**config.mk**
```make
export PLATFORM = sky130hd
export DESIGN_NAME = calc_top
export DESIGN_NICKNAME = d
export VERILOG_FILES = /design/src/common/calc_pkg.sv /design/src/common/calc_unit_if.sv /design/src/hdl/addsub_unit.sv /design/src/multiplier/shift_add_multiplier.sv /design/src/hdl/calc_controller.sv /design/src/hdl/calc_top.sv
export VERILOG_INCLUDE_DIRS = /design/src /design/src/common
export SDC_FILE = /design/constraint.sdc
export NUM_CORES = 1
export LEC_CHECK = 0
export ABC_AREA = 1
export ABC_CLOCK_PERIOD_IN_PS = 3000
export BUFFER_PORTS_ARGS = -buffer_cell sky130_fd_sc_hd__clkbuf_2
export CELL_PAD_IN_SITES_DETAIL_PLACEMENT = 1
export CELL_PAD_IN_SITES_GLOBAL_PLACEMENT = 2
export CORE_UTILIZATION = 39
export DETAILED_ROUTE_END_ITERATION = 8
export PLACE_DENSITY_LB_ADDON = 0.05
export RECOVER_POWER = 25
export SLEW_MARGIN = 10
export SYNTH_ARGS = -nofsm -noshare
export SYNTH_HDL_FRONTEND = slang
export SYNTH_SLANG_ARGS = --single-unit
```
**constraint.sdc**
```tcl
create_clock -name clk -period 3 [get_ports clk]
set_input_delay 0.15 -clock clk [delete_from_list [all_inputs] [get_ports clk]]
set_output_delay 0.15 -clock clk [all_outputs]
set_load 0.05 [all_outputs]
```
**src/common/calc_cfg.svh**
```systemverilog
`ifndef CALC_CFG_SVH
`define CALC_CFG_SVH

// Project-wide sizing for the keypad calculator core

// Operand, result and display width
`define CALC_WIDTH 16

// One shift-and-add step per multiplier bit
`define MULT_STEPS `CALC_WIDTH

// Both operands and results wrap modulo 2**CALC_WIDTH,
// so no carry or overflow width is kept anywhere

`endif

```
**src/common/calc_pkg.sv**
```systemverilog
`default_nettype none

`include "calc_cfg.svh"

package calc_pkg;

    // Unsigned data word shared by operands, unit results and display
    typedef logic [`CALC_WIDTH-1:0] calc_word_t;

    // Operator keys, one-hot as the keypad sends them
    typedef enum logic [2:0] {
        OP_NONE = 3'b000,   // No operator pressed
        OP_ADD  = 3'b001,   // Addition
        OP_SUB  = 3'b010,   // Subtraction, wraps below zero
        OP_MUL  = 3'b100    // Multiplication, low word kept
    } calc_op_t;

    // Controller sequencing states
    typedef enum logic [2:0] {
        GET_FIRST   = 3'd0, // Collecting first operand digits
        GET_SECOND  = 3'd1, // Collecting second operand digits
        LAUNCH      = 3'd2, // Issue start to selected unit
        WAIT_UNIT   = 3'd3, // Wait for unit finish pulse
        SHOW_RESULT = 3'd4  // Complete pulse, then clear
    } ctrl_state_t;

endpackage

`default_nettype wire

```
**src/common/calc_unit_if.sv**
```systemverilog
`default_nettype none

// Link between the controller and one arithmetic unit
interface calc_unit_if
    import calc_pkg::*;
();

    calc_word_t operand_a;  // First operand, held until finish
    calc_word_t operand_b;  // Second operand, held until finish
    logic       start;      // One-cycle launch strobe
    calc_word_t result;     // Valid from finish, held after
    logic       finish;     // One-cycle done strobe

    // Controller side
    modport ctrl (
        output operand_a,
        output operand_b,
        output start,
        input  result,
        input  finish
    );

    // Arithmetic unit side
    modport unit (
        input  operand_a,
        input  operand_b,
        input  start,
        output result,
        output finish
    );

endinterface

`default_nettype wire

```
**src/hdl/addsub_unit.sv**
```systemverilog
`default_nettype none

module addsub_unit
    import calc_pkg::*;
(
    input  logic       clk,
    input  logic       nRST,
    input  logic       sub,     // High selects a minus b
    calc_unit_if.unit  bus
);

    calc_word_t sum_w;  // Combinational add or subtract

    // Two's-complement wrap falls out of the fixed word width
    always_comb begin
        if (sub) begin
            sum_w = bus.operand_a - bus.operand_b;  // Wraps when b > a
        end else begin
            sum_w = bus.operand_a + bus.operand_b;  // Carry out dropped
        end
    end

    // Finish strobe trails start by one cycle
    always_ff @(posedge clk or negedge nRST) begin
        if (!nRST) begin
            bus.finish <= 1'b0;
        end else begin
            bus.finish <= bus.start;    // Single-cycle echo of start
        end
    end

    // Result register, only loaded on a start
    always_ff @(posedge clk) begin
        if (bus.start) begin
            bus.result <= sum_w;    // Held until next start
        end
    end

endmodule

`default_nettype wire

```
**src/multiplier/shift_add_multiplier.sv**
```systemverilog
`default_nettype none

`include "calc_cfg.svh"

module shift_add_multiplier
    import calc_pkg::*;
(
    input  logic       clk,
    input  logic       nRST,
    calc_unit_if.unit  bus
);

    localparam int CNT_W = $clog2(`MULT_STEPS + 1);  // Holds MULT_STEPS down to 0

    logic             busy;     // Iterations in progress
    logic [CNT_W-1:0] cnt;      // Steps left
    calc_word_t       mcand;    // Multiplicand, shifts left each step
    calc_word_t       mplier;   // Multiplier, shifts right each step
    calc_word_t       acc;      // Partial product, low word only
    calc_word_t       acc_next; // Accumulator after this step
    logic             load;     // Accepted start
    logic             last;     // Final iteration this cycle

    assign load = bus.start && !busy;   // Start while busy is dropped
    assign last = busy && (cnt == CNT_W'(1));

    // Add shifted multiplicand when the current multiplier bit is set
    always_comb begin
        if (mplier[0]) begin
            acc_next = acc + mcand;     // Upper bits fall off
        end else begin
            acc_next = acc;
        end
    end

    // Control: busy flag, step counter, finish strobe
    always_ff @(posedge clk or negedge nRST) begin
        if (!nRST) begin
            busy       <= 1'b0;
            cnt        <= '0;
            bus.finish <= 1'b0;
        end else begin
            bus.finish <= 1'b0;     // Pulse by default low
            if (load) begin
                busy <= 1'b1;
                cnt  <= CNT_W'(`MULT_STEPS);   // One load cycle, then the steps
            end else if (busy) begin
                cnt <= cnt - CNT_W'(1);
                if (last) begin
                    busy       <= 1'b0;
                    bus.finish <= 1'b1;     // Result lands the same edge
                end
            end
        end
    end

    // Datapath registers
    always_ff @(posedge clk) begin
        if (load) begin
            mcand  <= bus.operand_a;
            mplier <= bus.operand_b;
            acc    <= '0;       // Fresh product
        end else if (busy) begin
            mcand  <= mcand << 1;
            mplier <= mplier >> 1;
            acc    <= acc_next;
            if (last) begin
                bus.result <= acc_next; // Held until the next product
            end
        end
    end

    // Multiplicand bits shifted past the word never reach the low result,
    // so the wrap modulo 2**CALC_WIDTH needs no extra masking

endmodule

`default_nettype wire

```
**src/hdl/calc_controller.sv**
```systemverilog
`default_nettype none

module calc_controller
    import calc_pkg::*;
(
    input  logic       clk,
    input  logic       nRST,
    input  logic [3:0] keypad_input,    // Digit 1..9, 0 means no key
    input  calc_op_t   operator_input,  // One-hot operator key
    input  logic       equal_input,     // Equal key pulse
    calc_unit_if.ctrl  as_bus,          // Adder/subtractor link
    calc_unit_if.ctrl  mul_bus,         // Multiplier link
    output logic       sub,             // Subtract select to adder
    output logic       complete,        // One-cycle done pulse
    output calc_word_t display_output   // Last result
);

    ctrl_state_t state;
    ctrl_state_t next_state;
    calc_word_t  operand_a;     // First operand under entry
    calc_word_t  operand_b;     // Second operand under entry
    calc_op_t    op_q;          // Latched operator
    logic        as_start;      // Registered start to adder
    logic        mul_start;     // Registered start to multiplier
    logic        key_hit;       // Nonzero digit this cycle
    logic        op_valid;      // Operator key is one-hot
    logic        unit_done;     // Either unit finished
    calc_word_t  key_word;      // Digit widened to a word

    assign key_hit  = (keypad_input != 4'd0);
    assign key_word = calc_word_t'(keypad_input);
    assign unit_done = as_bus.finish || mul_bus.finish;

    // Both units see the same operand registers
    assign as_bus.operand_a  = operand_a;
    assign as_bus.operand_b  = operand_b;
    assign as_bus.start      = as_start;
    assign mul_bus.operand_a = operand_a;
    assign mul_bus.operand_b = operand_b;
    assign mul_bus.start     = mul_start;

    // Only the three one-hot codes count as an operator
    always_comb begin
        case (operator_input)
            OP_ADD, OP_SUB, OP_MUL: op_valid = 1'b1;
            default:                op_valid = 1'b0;
        endcase
    end

    // Next-state logic
    always_comb begin
        next_state = state;     // Hold by default
        case (state)
            GET_FIRST: begin
                if (op_valid) begin
                    next_state = GET_SECOND;
                end
            end
            GET_SECOND: begin
                if (equal_input) begin
                    next_state = LAUNCH;
                end
            end
            LAUNCH: begin
                next_state = WAIT_UNIT;     // Start goes out on this edge
            end
            WAIT_UNIT: begin
                if (unit_done) begin
                    next_state = SHOW_RESULT;
                end
            end
            SHOW_RESULT: begin
                next_state = GET_FIRST;     // No chained calculation
            end
            default: begin
                next_state = GET_FIRST;
            end
        endcase
    end

    always_ff @(posedge clk or negedge nRST) begin
        if (!nRST) begin
            state     <= GET_FIRST;
            operand_a <= '0;
            operand_b <= '0;
            op_q      <= OP_NONE;
        end else begin
            state <= next_state;
            case (state)
                GET_FIRST: begin
                    // Times ten as x*8 + x*2, then add the digit
                    if (key_hit) begin
                        operand_a <= (operand_a << 3) + (operand_a << 1) + key_word;
                    end
                    if (op_valid) begin
                        op_q <= operator_input;
                    end
                end
                GET_SECOND: begin
                    if (key_hit) begin
                        operand_b <= (operand_b << 3) + (operand_b << 1) + key_word;
                    end
                end
                SHOW_RESULT: begin
                    operand_a <= '0;    // Ready for the next entry
                    operand_b <= '0;
                    op_q      <= OP_NONE;
                end
                default: begin
                    // Operands held steady while a unit works
                end
            endcase
        end
    end

    // Start strobes, subtract select, result capture
    always_ff @(posedge clk or negedge nRST) begin
        if (!nRST) begin
            as_start       <= 1'b0;
            mul_start      <= 1'b0;
            sub            <= 1'b0;
            complete       <= 1'b0;
            display_output <= '0;
        end else begin
            as_start  <= 1'b0;  // Strobes are single-cycle
            mul_start <= 1'b0;
            complete  <= 1'b0;
            if (state == LAUNCH) begin
                case (op_q)
                    OP_ADD: begin
                        as_start <= 1'b1;
                        sub      <= 1'b0;
                    end
                    OP_SUB: begin
                        as_start <= 1'b1;
                        sub      <= 1'b1;
                    end
                    OP_MUL: begin
                        mul_start <= 1'b1;
                    end
                    default: begin
                    end
                endcase
            end
            if (state == WAIT_UNIT && unit_done) begin
                // Take the word from whichever unit reported
                display_output <= as_bus.finish ? as_bus.result : mul_bus.result;
                complete       <= 1'b1;     // High during SHOW_RESULT only
            end
        end
    end

endmodule

`default_nettype wire

```
**src/hdl/calc_top.sv**
```systemverilog
`default_nettype none

`include "calc_cfg.svh"

module calc_top
    import calc_pkg::*;
(
    input  logic                   clk,
    input  logic                   nRST,
    input  logic [3:0]             keypad_input,    // Digit key, 0 when idle
    input  logic [2:0]             operator_input,  // One-hot operator key
    input  logic                   equal_input,     // Equal key pulse
    output logic                   complete,        // Result ready pulse
    output logic [`CALC_WIDTH-1:0] display_output   // Result word
);

    logic sub;  // Add or subtract select

    calc_unit_if as_bus ();     // Controller to adder/subtractor
    calc_unit_if mul_bus ();    // Controller to multiplier

    // Keypad sequencing and result selection
    calc_controller ctrl0 (
        .clk            (clk),
        .nRST           (nRST),
        .keypad_input   (keypad_input),
        .operator_input (calc_op_t'(operator_input)),   // Non one-hot values rejected inside
        .equal_input    (equal_input),
        .as_bus         (as_bus.ctrl),
        .mul_bus        (mul_bus.ctrl),
        .sub            (sub),
        .complete       (complete),
        .display_output (display_output)
    );

    // Single-cycle add/subtract
    addsub_unit addsub0 (
        .clk  (clk),
        .nRST (nRST),
        .sub  (sub),
        .bus  (as_bus.unit)
    );

    // Iterative multiply, low word
    shift_add_multiplier mult0 (
        .clk  (clk),
        .nRST (nRST),
        .bus  (mul_bus.unit)
    );

endmodule

`default_nettype wire

```
Yosys cells after proc, flatten, opt, wreduce, memory -nomap -nowiden --
Index checks and enable logic that the tools add are counted.
Cells by class: bitwise gates (word level) 1, reduce and logical (&&, ||, !) cells 19, equality and inequality tests 16, add/sub/neg operators 8, mux-type cells 32
Operators by type and width (number):
- $mux W16 | 9
- $add A16 B16 Y16 | 4
- $pmux W16 S2 | 2
- $add A16 B4 Y16 | 2
- $sub A16 B16 Y16 | 1
- $eq A3 B2 Y1 const B | 4
- $mux W1 | 12
- $mux W3 | 4
- $pmux W3 S4 | 1
- $mux W5 | 2
- $eq A3 B1 Y1 const B | 3
- $eq A3 B3 Y1 const B | 3
- $ne A2 B1 Y1 const B | 4
- $reduce_and A2 Y1 | 4
- $reduce_bool A2 Y1 | 4
- $pmux W3 S2 | 1
- $reduce_and A3 Y1 | 2
- $eq A5 B1 Y1 const B | 1
- $sub A5 B1 Y5 const B | 1
- $reduce_bool A4 Y1 | 1
- $logic_and A1 B1 Y1 | 3
- $logic_not A3 Y1 | 1
- $reduce_or A3 Y1 | 1
- $ne A2 B2 Y1 const B | 1
- other kinds (5) | 5
Storage, ports and cells: bits of input ports 10, register bits after elaboration 146, word-level logic and storage cells 94, output and inout bits 17

Logic depth before layout (Yosys ltp) --
Gate-level depths: netlist of the first run.
word-level depth 5, depth in mapped cells 21, gate-level depth less buffers 21

Modules after synthesis --
Synthesis of the first run repeated with hierarchy kept, for this count alone.
Second synthesis, totals: cells, all modules 1417, area, all modules 10378.7 um^2
Modules (own cells, without submodules):
- calc_controller | seq. area each 1451.4 um^2, area each 4685.7 um^2, times used 1, cells each 671
- shift_add_multiplier | seq. area each 1936.9 um^2, area each 3791.1 um^2, times used 1, cells each 463
- addsub_unit | seq. area each 505.5 um^2, area each 1901.8 um^2, times used 1, cells each 283

Worst setup path after synthesis of the first run --
OpenSTA, ideal clock, no wires.
kind register -> register, from register ctrl0.operand_b[0] (netlist: ctrl0.as_bus.operand_b[0]), to register addsub0.bus.result[15] (data pin), cell stages (with the launch flop) 20, data required time 2.744 ns, path slack 0.351 ns, setup time 0.256 ns, path buffers 0, clock period less this slack 2.649 ns, arrival time 2.393 ns, cells stage by stage dfrtp_1 -> inv_1 -> ha_1 -> inv_1 -> nor2_1 -> inv_1 -> nor3_2 -> nand3_1 -> nand2_1 -> xor2_1 -> inv_1 -> ha_1 -> nand2_1 -> inv_1 -> nand2_1 -> nand3_1 -> nand2_1 -> o211ai_1 -> o21ai_0 -> nand2_1
Between the ends: cells in the longest elaborated chain, start to end 2, elaborated cells on any way between the ends 3, classes of those cells add/sub: 2; mux: 1
Ends and longest elaborated chain:
- start: declaration | RTL line calc_controller.sv:21 | calc_word_t operand_b;
- start signal: assignment | RTL line calc_controller.sv:101 | operand_b <= (operand_b << 3) + (operand_b << 1) + key_word;
- $add A16 B16 Y16 / $sub A16 B16 Y16 (equally long branches) | RTL line addsub_unit.sv:19, addsub_unit.sv:17
- $mux W16 (*) | RTL line addsub_unit.sv:16 | if (sub) begin
- net addsub0.sum_w[15] | RTL line addsub_unit.sv:12 | calc_word_t sum_w;
- end signal: assignment | RTL line addsub_unit.sv:35 | bus.result <= sum_w;
- end: declaration | RTL line calc_unit_if.sv:28 | output result,
Mark *: on every way through the listed nets, which the timed path passes. The rest lies on a longest branch. A chain may end at the register's enable or synchronous reset.

Worst setup path after layout of the first run --
from register ctrl0.operand_b[4] (netlist: ctrl0.as_bus.operand_b[4]), to register addsub0.bus.result[15] (data pin)
The elaborated chain is that of the path after synthesis.

==> run_summary.xml, run 1 <==
<?xml version="1.0" encoding="UTF-8"?>
<metrics>
  <group name="sta">
    <metric name="timing.final.crit_share" unit="">0.9269</metric>
    <metric name="final.setup_skew" unit="ps">12.92</metric>
    <metric name="report.final.slew_viol_count" unit="">85</metric>
    <metric name="max_slew_margin" unit="">-0.1913</metric>
    <metric name="fin_setup_tns" unit="ps">0</metric>
    <metric name="achievable-frequency" unit="MHz">359.6</metric>
    <metric name="layout_min_cycle_time" unit="ps">2781</metric>
    <metric name="worst_slew_pin_slew" unit="ps">1787</metric>
    <metric name="setup-violations-final" unit="">0</metric>
    <metric name="report.final.hold_viol_count" unit="">0</metric>
  </group>
  <group name="clock_network">
    <metric name="tritoncts_num_sinks" unit="">146</metric>
    <metric name="cts-root-to-sink-buffers" unit="">2</metric>
    <metric name="cts.root.buffer_cell" unit="">sky130_fd_sc_hd__clkbuf_16</metric>
    <metric name="clk_transition_reported_paths" unit="ps">70</metric>
    <metric name="tritoncts" unit="">done</metric>
    <metric name="cts-buffers-inserted" unit="">17</metric>
    <metric name="clk-insertion-delay-late" unit="ps">440</metric>
    <metric name="htree_num_levels" unit="">4</metric>
  </group>
  <group name="finish">
    <metric name="seqCellArea" unit="um^2">3894</metric>
    <metric name="final_nets" unit="">1318</metric>
    <metric name="layout.filler_cells" unit="">2868</metric>
    <metric name="num_antenna_cells" unit="">0</metric>
    <metric name="multiInputGateArea" unit="um^2">4985</metric>
    <metric name="flow.area_growth_from_synthesis" unit="%">12.92</metric>
    <metric name="drive_gt1_frac" unit="">0.1081</metric>
  </group>
  <group name="synth">
    <metric name="synth.lib_cells_used.distinct" unit="">45</metric>
    <metric name="syn_area_per_cell" unit="um^2">8.157</metric>
    <metric name="yosysTopAreaCell" unit="">sky130_fd_sc_hd__edfxtp_1</metric>
    <metric name="netlist_top_cells_count" unit="">302 x sky130_fd_sc_hd__nand2_1, 154 x sky130_fd_sc_hd__inv_1, 88 x sky130_fd_sc_hd__nor2_1</metric>
    <metric name="ys_ff_latch" unit="">146</metric>
    <metric name="synth.top_cell.area_share" unit="">0.2010</metric>
    <metric name="yosys_warnings" unit="">0</metric>
    <metric name="synth.yosys.seq_area_share" unit="">0.4073</metric>
    <metric name="post_synth_instance_area" unit="um^2">9560</metric>
    <metric name="yosys-top-cells-area" unit="">sky130_fd_sc_hd__edfxtp_1 20%, sky130_fd_sc_hd__dfrtp_1 17%, sky130_fd_sc_hd__nand2_1 12%</metric>
    <metric name="yosysMostFrequentCell" unit="">sky130_fd_sc_hd__nand2_1</metric>
    <metric name="post_synth_inst_count" unit="">1172</metric>
    <metric name="main_flop_type_after_synthesis" unit="">sky130_fd_sc_hd__dfrtp_1</metric>
    <metric name="synthesis.nets" unit="">1273</metric>
    <metric name="synth_edf_count" unit="">64</metric>
    <metric name="ys_async_sr_fraction" unit="">0.4521</metric>
  </group>
  <group name="worst_hold_path">
    <metric name="hold_path_class" unit="">input pin to flop</metric>
  </group>
  <group name="global_route">
    <metric name="grt_antenna_before_repair" unit="">0</metric>
    <metric name="largest_net_degree_at_the_start_of_global_routing" unit="">67</metric>
    <metric name="gr-usage-all-layers" unit="">0.2288</metric>
    <metric name="gr-total-overflow" unit="">0</metric>
    <metric name="grt_pass1_wl" unit="um">43170</metric>
    <metric name="vias_in_the_first_global_route" unit="">8002</metric>
  </group>
  <group name="worst_setup_path">
    <metric name="reg2reg_slack" unit="ps">220</metric>
    <metric name="path_max_fanout" unit="">5</metric>
    <metric name="critical_path_class" unit="">flop to flop</metric>
    <metric name="endpoint" unit="">addsub0.bus.result[15]</metric>
    <metric name="endpoint_kind" unit="">flop</metric>
    <metric name="endpoint_of_the_worst_slack_reg_to_reg_timing_path" unit="">addsub0.bus.result[15]</metric>
    <metric name="setup.worst_path.start_class" unit="">flop</metric>
    <metric name="ff2ff_path_depth" unit="">15</metric>
    <metric name="crit_arrival" unit="ps">2970</metric>
    <metric name="timing.critical_path.from" unit="">ctrl0.as_bus.operand_b[4]</metric>
    <metric name="cp.required" unit="ps">3190</metric>
    <metric name="crit-reg2reg-launch" unit="">ctrl0.as_bus.operand_b[4]</metric>
  </group>
  <group name="detailed_routing">
    <metric name="drt-wirelength-per-cell" unit="um">17.37</metric>
    <metric name="avgViaCountPerCell" unit="">5.027</metric>
    <metric name="detailedRoute.firstPassIterationCount" unit="">4</metric>
    <metric name="vias" unit="">7787</metric>
    <metric name="postRouteAntennaNets" unit="">0</metric>
    <metric name="detail_route.iter0.violations" unit="">338</metric>
    <metric name="routed_wirelength" unit="um">26910</metric>
    <metric name="drc" unit="">0</metric>
  </group>
  <group name="die">
    <metric name="die_h" unit="um">158.6</metric>
    <metric name="design.core.area" unit="um^2">23750</metric>
    <metric name="io_pins" unit="">27</metric>
    <metric name="dieArea" unit="um^2">25140</metric>
    <metric name="die_x" unit="um">158.6</metric>
    <metric name="floorplan.initialDensity" unit="">0.4025</metric>
    <metric name="placement_rows" unit="">56</metric>
  </group>
  <group name="placement">
    <metric name="port_buffers" unit="">26</metric>
    <metric name="globalplace.congestion" unit="">0.8331</metric>
    <metric name="detailedPlacementHpwl" unit="um">20950</metric>
  </group>
  <group name="outcome">
    <metric name="status" unit="">complete, but fails checks</metric>
    <metric name="failed_checks" unit="">capacitance limit, slew limit</metric>
  </group>
  <group name="run">
    <metric name="maxCapViolCount" unit="">2</metric>
  </group>
</metrics>
-- cell type report --
| cell class | instances | share of cell area |
|---|---|---|
| multi-input combinational | 843 | 0.4618 |
| sequential | 146 | 0.3607 |
| inverter | 163 | 0.05737 |
| clock buffer | 22 | 0.04995 |
| tap | 319 | 0.03697 |
| timing repair buffer | 46 | 0.02596 |
| clock inverter | 10 | 0.007302 |
-- critical path: stages, from the launching register on --
cell and delay (ps):
sky130_fd_sc_hd__dfrtp_1 450, sky130_fd_sc_hd__nor2_2 190, sky130_fd_sc_hd__nand3_2 130, sky130_fd_sc_hd__nor2_2 160, sky130_fd_sc_hd__nand3_1 130, sky130_fd_sc_hd__o21ai_2 170, sky130_fd_sc_hd__nand2_1 80, sky130_fd_sc_hd__xor2_1 170
sky130_fd_sc_hd__ha_1 360, sky130_fd_sc_hd__nand2_1 100, sky130_fd_sc_hd__nor2_2 160, sky130_fd_sc_hd__nand2_1 90, sky130_fd_sc_hd__o211ai_1 130, sky130_fd_sc_hd__nor2_1 90, sky130_fd_sc_hd__nand3_1 70, sky130_fd_sc_hd__nand2_1 50
-- worst min path at each step --
stage | startpoint | end | slack, ps | cells after the start
finish | keypad_input[0] | ctrl0.as_bus.operand_b[0] | 7 | 3
global route | operator_input[1] | ctrl0.op_q[1] | 30 | 3
CTS | operator_input[1] | ctrl0.op_q[1] | 3 | 3
detailed placement | nRST | mult0.cnt[2] | 350 | 1
global placement | nRST | mult0.cnt[2] | 350 | 1
floorplan | nRST | addsub0.bus.finish | -150 | 0
-- logic make-up after synthesis --
group / share of synthesized area
buffers and inverters: 0.07656
flip-flops: 0.4073
adder cells (fa/ha/maj): 0.1238
XOR/XNOR: 0.03390
multiplexers: 0.01675
AO/OA/AOI/OAI: 0.1145
AND/OR/NAND/NOR: 0.2272
-- layout by cell type (no fill, tap or decap), types with 3 or more instances in the layout --
cell | synthesis | routed
sky130_fd_sc_hd__a21o_1 | 3 | 3
sky130_fd_sc_hd__a21oi_1 | 58 | 57
sky130_fd_sc_hd__a21oi_2 | 16 | 17
sky130_fd_sc_hd__a31oi_1 | 3 | 3
sky130_fd_sc_hd__and2_1 | 8 | 8
sky130_fd_sc_hd__buf_4 | 1 | 16
sky130_fd_sc_hd__clkbuf_1 | 6 | 4
sky130_fd_sc_hd__clkbuf_16 | 0 | 21
sky130_fd_sc_hd__clkbuf_2 | 0 | 23
sky130_fd_sc_hd__clkinv_4 | 0 | 3
sky130_fd_sc_hd__dfrtp_1 | 66 | 66
sky130_fd_sc_hd__dfxtp_1 | 16 | 16
sky130_fd_sc_hd__dlygate4sd3_1 | 0 | 3
sky130_fd_sc_hd__edfxtp_1 | 64 | 64
sky130_fd_sc_hd__fa_1 | 6 | 6
sky130_fd_sc_hd__ha_1 | 85 | 83
sky130_fd_sc_hd__inv_1 | 154 | 152
sky130_fd_sc_hd__inv_2 | 5 | 7
sky130_fd_sc_hd__inv_4 | 3 | 6
sky130_fd_sc_hd__mux2i_1 | 16 | 16
sky130_fd_sc_hd__nand2_1 | 302 | 302
sky130_fd_sc_hd__nand3_1 | 71 | 69
sky130_fd_sc_hd__nand4_1 | 5 | 5
sky130_fd_sc_hd__nor2_1 | 88 | 86
sky130_fd_sc_hd__nor2_2 | 3 | 4
sky130_fd_sc_hd__nor2_4 | 4 | 5
sky130_fd_sc_hd__nor3_1 | 11 | 10
sky130_fd_sc_hd__o211ai_1 | 3 | 3
sky130_fd_sc_hd__o21ai_0 | 61 | 60
sky130_fd_sc_hd__o21ai_1 | 18 | 19
sky130_fd_sc_hd__o21ai_2 | 7 | 7
sky130_fd_sc_hd__o22ai_1 | 13 | 13
sky130_fd_sc_hd__or2_2 | 10 | 10
sky130_fd_sc_hd__xnor2_1 | 7 | 7
sky130_fd_sc_hd__xor2_1 | 30 | 30
-- sequential cells by signal (all words and copies together) (netlist names), 3 cells and up --
register                cells
ctrl0.op_q                  3
ctrl0.display_output       16
addsub0.bus.result         16
mult0.mplier               16
mult0.mcand                16
ctrl0.as_bus.operand_a     16
mult0.bus.result           16
ctrl0.as_bus.operand_b     16
mult0.acc                  16
mult0.cnt                   5
ctrl0.state                 3
-- metal layers --
| metal | vias up | share of wire | track usage |
|---|---|---|---|
| met2 | 78 | 0.47 | 0.3839 |
| met4 | 0 | 0.013 | 0.06410 |
| met5 | - | 0 | 0 |
| met3 | 24 | 0.020 | 0.02640 |
| li1 | 3945 | - | - |
| met1 | 3740 | 0.49 | 0.3098 |
-- per-stage QoR --
step,std cells,util,area (um^2),hold WS (ps),setup slack [ps]
after floorplan,1172,-,9560,-145.6,350.9
after global placement,1512,0.4251,10100,348.8,161.7
after detailed placement,1512,0.4251,10100,347.4,98.28
after CTS,1547,0.4526,10750,2.989,38.69
after global routing,1549,0.4545,10800,33.66,-1.823
final,1549,0.4545,10800,7.062,219.4
-- repair_timing --
| item | CTS | global route |
|---|---|---|
| pin swaps | 1 | 2 |
| hold buffers | 3 | 0 |
| resized for setup | 2 | 11 |
| hold endpoints to repair | 68 | 0 |
| cloned | 0 | 0 |
| buffers inserted | 0 | 2 |
| setup endpoints to repair | 1 | 5 |
Power of run 1 is left out: the tool's default activity adds up to more than one toggle a clock period on the data nets, which glitch-free logic cannot reach.
==> run 2: changes to the inputs <==
- CELL_PAD_IN_SITES_DETAIL_PLACEMENT: 1 -> unset
- CELL_PAD_IN_SITES_GLOBAL_PLACEMENT: 2 -> unset
- CORE_UTILIZATION: 39 -> 45
==> run 2 against run 1 <==
The run still ends with capacitance limit, slew limit left; via count decreased by 3.9%; first-iteration DRC count grew 15%; non-clock buffer count down 5; clock skew decreased by 3.6 ps; critical endpoint is now addsub0.bus.result[13]; largest cell class unchanged; highest routed layer unchanged.
==> run_summary.xml, run 2 (synthesis results as in run 1) <==
<?xml version="1.0" encoding="UTF-8"?>
<metrics>
  <group name="outcome">
    <metric name="status" unit="">complete, but fails checks</metric>
    <metric name="failed_checks" unit="">capacitance limit, slew limit</metric>
  </group>
  <group name="clock_network">
    <metric name="clk_transition_reported_paths" unit="ps">70</metric>
    <metric name="clk-insertion-delay-late" unit="ps">420</metric>
    <metric name="cts-root-to-sink-buffers" unit="">2</metric>
    <metric name="tritoncts_num_sinks" unit="">146</metric>
    <metric name="tritoncts" unit="">done</metric>
    <metric name="cts.root.buffer_cell" unit="">sky130_fd_sc_hd__clkbuf_16</metric>
    <metric name="htree_num_levels" unit="">4</metric>
    <metric name="cts-buffers-inserted" unit="">17</metric>
  </group>
  <group name="sta">
    <metric name="timing.final.crit_share" unit="">0.9123</metric>
    <metric name="setup-violations-final" unit="">0</metric>
    <metric name="report.final.slew_viol_count" unit="">67</metric>
    <metric name="fin_setup_tns" unit="ps">0</metric>
    <metric name="setup_repair_after_global_routing_missed_its_margin" unit="">false</metric>
    <metric name="worst_slew_pin_slew" unit="ps">1716</metric>
    <metric name="report.final.hold_viol_count" unit="">0</metric>
    <metric name="final.setup_skew" unit="ps">9.366</metric>
    <metric name="max_slew_margin" unit="">-0.1443</metric>
    <metric name="achievable-frequency" unit="MHz">365.4</metric>
    <metric name="layout_min_cycle_time" unit="ps">2737</metric>
  </group>
  <group name="detailed_routing">
    <metric name="vias" unit="">7487</metric>
    <metric name="drt-wirelength-per-cell" unit="um">15.34</metric>
    <metric name="detail_route.iter0.violations" unit="">388</metric>
    <metric name="postRouteAntennaNets" unit="">0</metric>
    <metric name="routed_wirelength" unit="um">22930</metric>
    <metric name="avgViaCountPerCell" unit="">5.008</metric>
    <metric name="drc" unit="">0</metric>
    <metric name="detailedRoute.firstPassIterationCount" unit="">5</metric>
  </group>
  <group name="global_route">
    <metric name="vias_in_the_first_global_route" unit="">7232</metric>
    <metric name="largest_net_degree_at_the_start_of_global_routing" unit="">67</metric>
    <metric name="gr-usage-all-layers" unit="">0.2220</metric>
    <metric name="gr-total-overflow" unit="">0</metric>
    <metric name="grt_antenna_before_repair" unit="">0</metric>
    <metric name="grt_pass1_wl" unit="um">37470</metric>
  </group>
  <group name="finish">
    <metric name="layout_commonest_cell" unit="">sky130_fd_sc_hd__nand2_1</metric>
    <metric name="flow.area_growth_from_synthesis" unit="%">11.12</metric>
    <metric name="final_nets" unit="">1313</metric>
    <metric name="postLayoutCellArea" unit="um^2">10620</metric>
    <metric name="num_antenna_cells" unit="">0</metric>
    <metric name="layout.cells.most_common_list" unit="">302 x sky130_fd_sc_hd__nand2_1, 153 x sky130_fd_sc_hd__inv_1, 88 x sky130_fd_sc_hd__nor2_1, 84 x sky130_fd_sc_hd__ha_1, 69 x sky130_fd_sc_hd__nand3_1</metric>
    <metric name="drive_gt1_frac" unit="">0.1012</metric>
    <metric name="layout.filler_cells" unit="">1989</metric>
    <metric name="final-instance-count-excl-fill" unit="">1495</metric>
    <metric name="seqCellArea" unit="um^2">3894</metric>
    <metric name="multiInputGateArea" unit="um^2">4959</metric>
  </group>
  <group name="worst_setup_path">
    <metric name="crit_arrival" unit="ps">2920</metric>
    <metric name="setup.worst_path.start_class" unit="">flop</metric>
    <metric name="endpoint_kind" unit="">flop</metric>
    <metric name="cp.required" unit="ps">3180</metric>
    <metric name="path_max_fanout" unit="">4</metric>
    <metric name="critical_path_class" unit="">flop to flop</metric>
  </group>
  <group name="die">
    <metric name="die_x" unit="um">147.8</metric>
    <metric name="floorplan.initialDensity" unit="">0.4650</metric>
    <metric name="placement_rows" unit="">52</metric>
    <metric name="dieArea" unit="um^2">21830</metric>
    <metric name="die_h" unit="um">147.8</metric>
    <metric name="design.core.area" unit="um^2">20560</metric>
    <metric name="io_pins" unit="">27</metric>
  </group>
  <group name="placement">
    <metric name="port_buffers" unit="">26</metric>
    <metric name="detailedPlacementHpwl" unit="um">17580</metric>
    <metric name="postPlaceCellArea" unit="um^2">10010</metric>
    <metric name="globalplace.congestion" unit="">0.8778</metric>
    <metric name="post-place-cells" unit="">1459</metric>
  </group>
  <group name="worst_hold_path">
    <metric name="hold_path_class" unit="">input pin to flop</metric>
  </group>
  <group name="run">
    <metric name="maxCapViolCount" unit="">1</metric>
  </group>
</metrics>
run 2: cell types whose count changed in the layout (fill, tap and decap cells not counted), moves of 2 or more:
| cell | before | now |
|---|---|---|
| sky130_fd_sc_hd__buf_4 | 16 | 11 |
| sky130_fd_sc_hd__inv_8 | 1 | 3 |
| sky130_fd_sc_hd__nor2_1 | 86 | 88 |
| sky130_fd_sc_hd__inv_6 | 2 | 6 |
| sky130_fd_sc_hd__clkbuf_16 | 21 | 17 |
| sky130_fd_sc_hd__clkinv_4 | 3 | 0 |
| sky130_fd_sc_hd__clkbuf_2 | 23 | 25 |
| sky130_fd_sc_hd__clkbuf_1 | 4 | 2 |
run 2: what timing repair did:
action / in CTS / in global routing
hold buffers: 3 / 0
endpoints found under the setup margin: 0 / 6
gates resized for setup: 0 / 8
buffers inserted: 0 / 1
endpoints found under the hold margin: 68 / 0
run 2: worst max-delay path: stages, from the launching register on:
cell and delay (ps):
sky130_fd_sc_hd__dfrtp_1 400, sky130_fd_sc_hd__inv_1 80, sky130_fd_sc_hd__buf_4 130, sky130_fd_sc_hd__nand3_1 170
sky130_fd_sc_hd__nand2_1 140, sky130_fd_sc_hd__o21ai_0 110, sky130_fd_sc_hd__xor2_1 180, sky130_fd_sc_hd__inv_1 70
sky130_fd_sc_hd__ha_1 360, sky130_fd_sc_hd__nand2_1 70, sky130_fd_sc_hd__inv_1 80, sky130_fd_sc_hd__nand3_1 90
sky130_fd_sc_hd__o21ai_2 210, sky130_fd_sc_hd__nand2_1 110, sky130_fd_sc_hd__nand2_1 110, sky130_fd_sc_hd__nand2_1 70
sky130_fd_sc_hd__nand3_1 70, sky130_fd_sc_hd__nand2_1 50
run 2: layer usage:
metal	up-vias	wire, um	GRT usage
met5	-	0	0
met4	0	140	0.04433
met3	7	551	0.03765
met2	99	10550	0.3679
met1	3440	11680	0.3055
li1	3941	-	-
run 2: layout make-up:
cell class	count	area share
Tap cell	270	0.03180
Clock inverter	15	0.01354
Timing Repair Buffer	41	0.02308
Sequential cell	146	0.3665
Multi-Input combinational cell	843	0.4667
Inverter	163	0.05830
Clock buffer	17	0.04004
run 2: path summary, 6_finish.rpt:
check / from / end / slack (ps) / depth (start not counted)
worst max-delay path: ctrl0.as_bus.operand_b[0] / addsub0.bus.result[13] / 260 / 17
worst min register to register: ctrl0.op_q[0] / ctrl0.mul_bus.start / 460 / 1
min in group asynchronous: nRST / ctrl0.display_output[15] / 700 / 2
max in group asynchronous: nRST / ctrl0.as_bus.operand_a[14] / 1240 / 2
worst min-delay path: operator_input[2] / ctrl0.op_q[2] / 10 / 3
worst max register to register: ctrl0.as_bus.operand_b[0] / addsub0.bus.result[13] / 260 / 17
run 2: through the flow:
step           hold WS, ps    util  setup slack (ps)
4_1_cts            0.08782  0.5158             46.99
6_report             11.27  0.5167             263.2
3_5_place_dp         323.8  0.4867             57.68
2_1_floorplan       -145.6       -             350.9
3_3_place_gp         334.3  0.4867             150.2
5_1_grt              1.247  0.5167             6.692
Power of run 2 is left out for the same reason.
==> run 3: changes to the inputs <==
- SETUP_SLACK_MARGIN: unset -> 0.5
==> run 3 against run 2 <==
The run still ends with capacitance limit, slew limit left; first-iteration DRC count up 7.2%; final cell count up 1.9%; via count up 3.1%; clock-buffer cell count up 6; register-to-register slack better by 120 ps; global-route usage up 1.1 points; fmax up 4.4%; routed wire length up 4.3%; largest cell class unchanged.
==> run_summary.xml, run 3 (synthesis results as in run 1) <==
<?xml version="1.0" encoding="UTF-8"?>
<metrics>
  <group name="worst_setup_path">
    <metric name="crit_arrival" unit="ps">2800</metric>
    <metric name="slowest_delay" unit="ps">390</metric>
    <metric name="cp_common_cell" unit="">sky130_fd_sc_hd__inv_2</metric>
    <metric name="cp.required" unit="ps">3180</metric>
    <metric name="critical_path_class" unit="">flop to flop</metric>
    <metric name="crit_path_cell_trace" unit="">inv_2, ha_4, inv_4, nor2_4, inv_2, nor3_4, nand3_2, o21ai_2, xor2_1, ha_1, a21oi_2, o211ai_1, o21ai_1, nand2_1</metric>
    <metric name="setup.worst_path.start_class" unit="">flop</metric>
    <metric name="cp_slowest_cell" unit="">sky130_fd_sc_hd__dfrtp_1</metric>
    <metric name="path_max_fanout" unit="">5</metric>
    <metric name="endpoint_kind" unit="">flop</metric>
  </group>
  <group name="clock_network">
    <metric name="htree_num_levels" unit="">4</metric>
    <metric name="tritoncts" unit="">done</metric>
    <metric name="clk-insertion-delay-late" unit="ps">430</metric>
    <metric name="clk_transition_reported_paths" unit="ps">70</metric>
    <metric name="cts.root.buffer_cell" unit="">sky130_fd_sc_hd__clkbuf_16</metric>
    <metric name="cts-buffers-inserted" unit="">17</metric>
    <metric name="cts-root-to-sink-buffers" unit="">2</metric>
    <metric name="tritoncts_num_sinks" unit="">146</metric>
  </group>
  <group name="sta">
    <metric name="max_slew_margin" unit="">-0.2017</metric>
    <metric name="final.setup_skew" unit="ps">11.79</metric>
    <metric name="worst_slew_pin_slew" unit="ps">1803</metric>
    <metric name="setup_repair_after_global_routing_missed_its_margin" unit="">true</metric>
    <metric name="achievable-frequency" unit="MHz">381.6</metric>
    <metric name="report.final.hold_viol_count" unit="">0</metric>
    <metric name="timing.final.crit_share" unit="">0.8735</metric>
    <metric name="setup-violations-final" unit="">0</metric>
    <metric name="report.final.slew_viol_count" unit="">67</metric>
    <metric name="timing.hold.ws" unit="ps">37.52</metric>
    <metric name="fin_setup_tns" unit="ps">0</metric>
    <metric name="layout_min_cycle_time" unit="ps">2620</metric>
  </group>
  <group name="detailed_routing">
    <metric name="routed_wirelength" unit="um">23910</metric>
    <metric name="drc" unit="">0</metric>
    <metric name="drt-wirelength-per-cell" unit="um">15.70</metric>
    <metric name="detailedRoute.firstPassIterationCount" unit="">6</metric>
    <metric name="avgViaCountPerCell" unit="">5.070</metric>
    <metric name="vias" unit="">7721</metric>
    <metric name="detail_route.iter0.violations" unit="">416</metric>
    <metric name="postRouteAntennaNets" unit="">0</metric>
  </group>
  <group name="die">
    <metric name="placement_rows" unit="">52</metric>
    <metric name="io_pins" unit="">27</metric>
    <metric name="die_x" unit="um">147.8</metric>
    <metric name="die_h" unit="um">147.8</metric>
    <metric name="design.core.area" unit="um^2">20560</metric>
    <metric name="floorplan.initialDensity" unit="">0.4650</metric>
    <metric name="dieArea" unit="um^2">21830</metric>
  </group>
  <group name="global_route">
    <metric name="gr-total-overflow" unit="">0</metric>
    <metric name="largest_net_degree_at_the_start_of_global_routing" unit="">67</metric>
    <metric name="gr-usage-all-layers" unit="">0.2327</metric>
    <metric name="vias_in_the_first_global_route" unit="">7368</metric>
    <metric name="grt_pass1_wl" unit="um">38780</metric>
    <metric name="grt_antenna_before_repair" unit="">0</metric>
  </group>
  <group name="placement">
    <metric name="detailedPlacementHpwl" unit="um">17880</metric>
    <metric name="globalplace.congestion" unit="">0.8835</metric>
    <metric name="port_buffers" unit="">26</metric>
    <metric name="postPlaceCellArea" unit="um^2">10040</metric>
  </group>
  <group name="finish">
    <metric name="final_nets" unit="">1341</metric>
    <metric name="layout.cells.most_common_list" unit="">287 x sky130_fd_sc_hd__nand2_1, 145 x sky130_fd_sc_hd__inv_1, 83 x sky130_fd_sc_hd__nor2_1, 74 x sky130_fd_sc_hd__ha_1</metric>
    <metric name="drive_gt1_frac" unit="">0.1660</metric>
    <metric name="flow.area_growth_from_synthesis" unit="%">16.86</metric>
    <metric name="layout_commonest_cell" unit="">sky130_fd_sc_hd__nand2_1</metric>
    <metric name="num_antenna_cells" unit="">0</metric>
    <metric name="layout.filler_cells" unit="">1954</metric>
    <metric name="postLayoutCellArea" unit="um^2">11170</metric>
  </group>
  <group name="worst_hold_path">
    <metric name="hold_path_class" unit="">input pin to flop</metric>
  </group>
  <group name="outcome">
    <metric name="failed_checks" unit="">capacitance limit, slew limit</metric>
    <metric name="status" unit="">complete, but fails checks</metric>
  </group>
  <group name="run">
    <metric name="maxCapViolCount" unit="">1</metric>
  </group>
</metrics>
[run 3: final cells by class]
class | count | area, um^2 | share of cell area
clock buffer | 23 | 521.8 | 0.04670
multi-input combinational | 843 | 5248 | 0.4697
sequential | 146 | 3899 | 0.3490
tap | 270 | 337.8 | 0.03024
inverter | 163 | 621.8 | 0.05566
clock inverter | 9 | 65.06 | 0.005824
timing repair buffer | 69 | 479.2 | 0.04289
[run 3: timing repair]
| action | CTS | global route |
|---|---|---|
| hold buffers | 4 | 0 |
| setup endpoints to repair | 11 | 19 |
| resized for setup | 36 | 39 |
| hold endpoints to repair | 69 | 0 |
| setup buffers | 16 | 13 |
| pin swaps | 22 | 34 |
[run 3: stage by stage]
stage / utilization / setup slack, ps / std cells
4_1_cts: 0.5329 / 443.3 / 1510
3_3_place_gp: 0.4884 / 258.4 / 1458
2_1_floorplan: - / 501.4 / 1172
6_report: 0.5434 / 379.6 / 1523
5_1_grt: 0.5434 / 198.1 / 1523
3_5_place_dp: 0.4884 / 223.6 / 1458
[run 3: final timing paths]
kind / startpoint / to / slack, ps / cells past startpoint
max: ctrl0.as_bus.operand_b[0] / addsub0.bus.result[15] / 380 / 14
min: equal_input / ctrl0.state[0] / 40 / 4
max reg2reg: ctrl0.as_bus.operand_b[0] / addsub0.bus.result[15] / 380 / 14
min reg2reg: ctrl0.op_q[1] / ctrl0.mul_bus.start / 470 / 1
max in group asynchronous: nRST / ctrl0.as_bus.operand_a[2] / 1040 / 2
min in group asynchronous: nRST / mult0.cnt[2] / 740 / 2
[run 3: per-layer routing]
| metal | GRT usage | vias to the layer above | part of all wire |
|---|---|---|---|
| met5 | 0 | - | 0 |
| met4 | 0.06649 | 0 | 0.015 |
| met3 | 0.03395 | 25 | 0.030 |
| met2 | 0.3729 | 115 | 0.46 |
| met1 | 0.3270 | 3586 | 0.49 |
| li1 | - | 3995 | - |
[run 3: critical path: cells and delay by family, from the launching register on]
kind	cells	cell delay [ps]
xor gates and xnor gates	1	200
and+or+nand+nor	4	480
buffers and inverters	3	200
adders and majority gates	2	490
DFF	1	390
AOI/OAI and AO/OA	4	610
Power of run 3 is left out for the same reason.
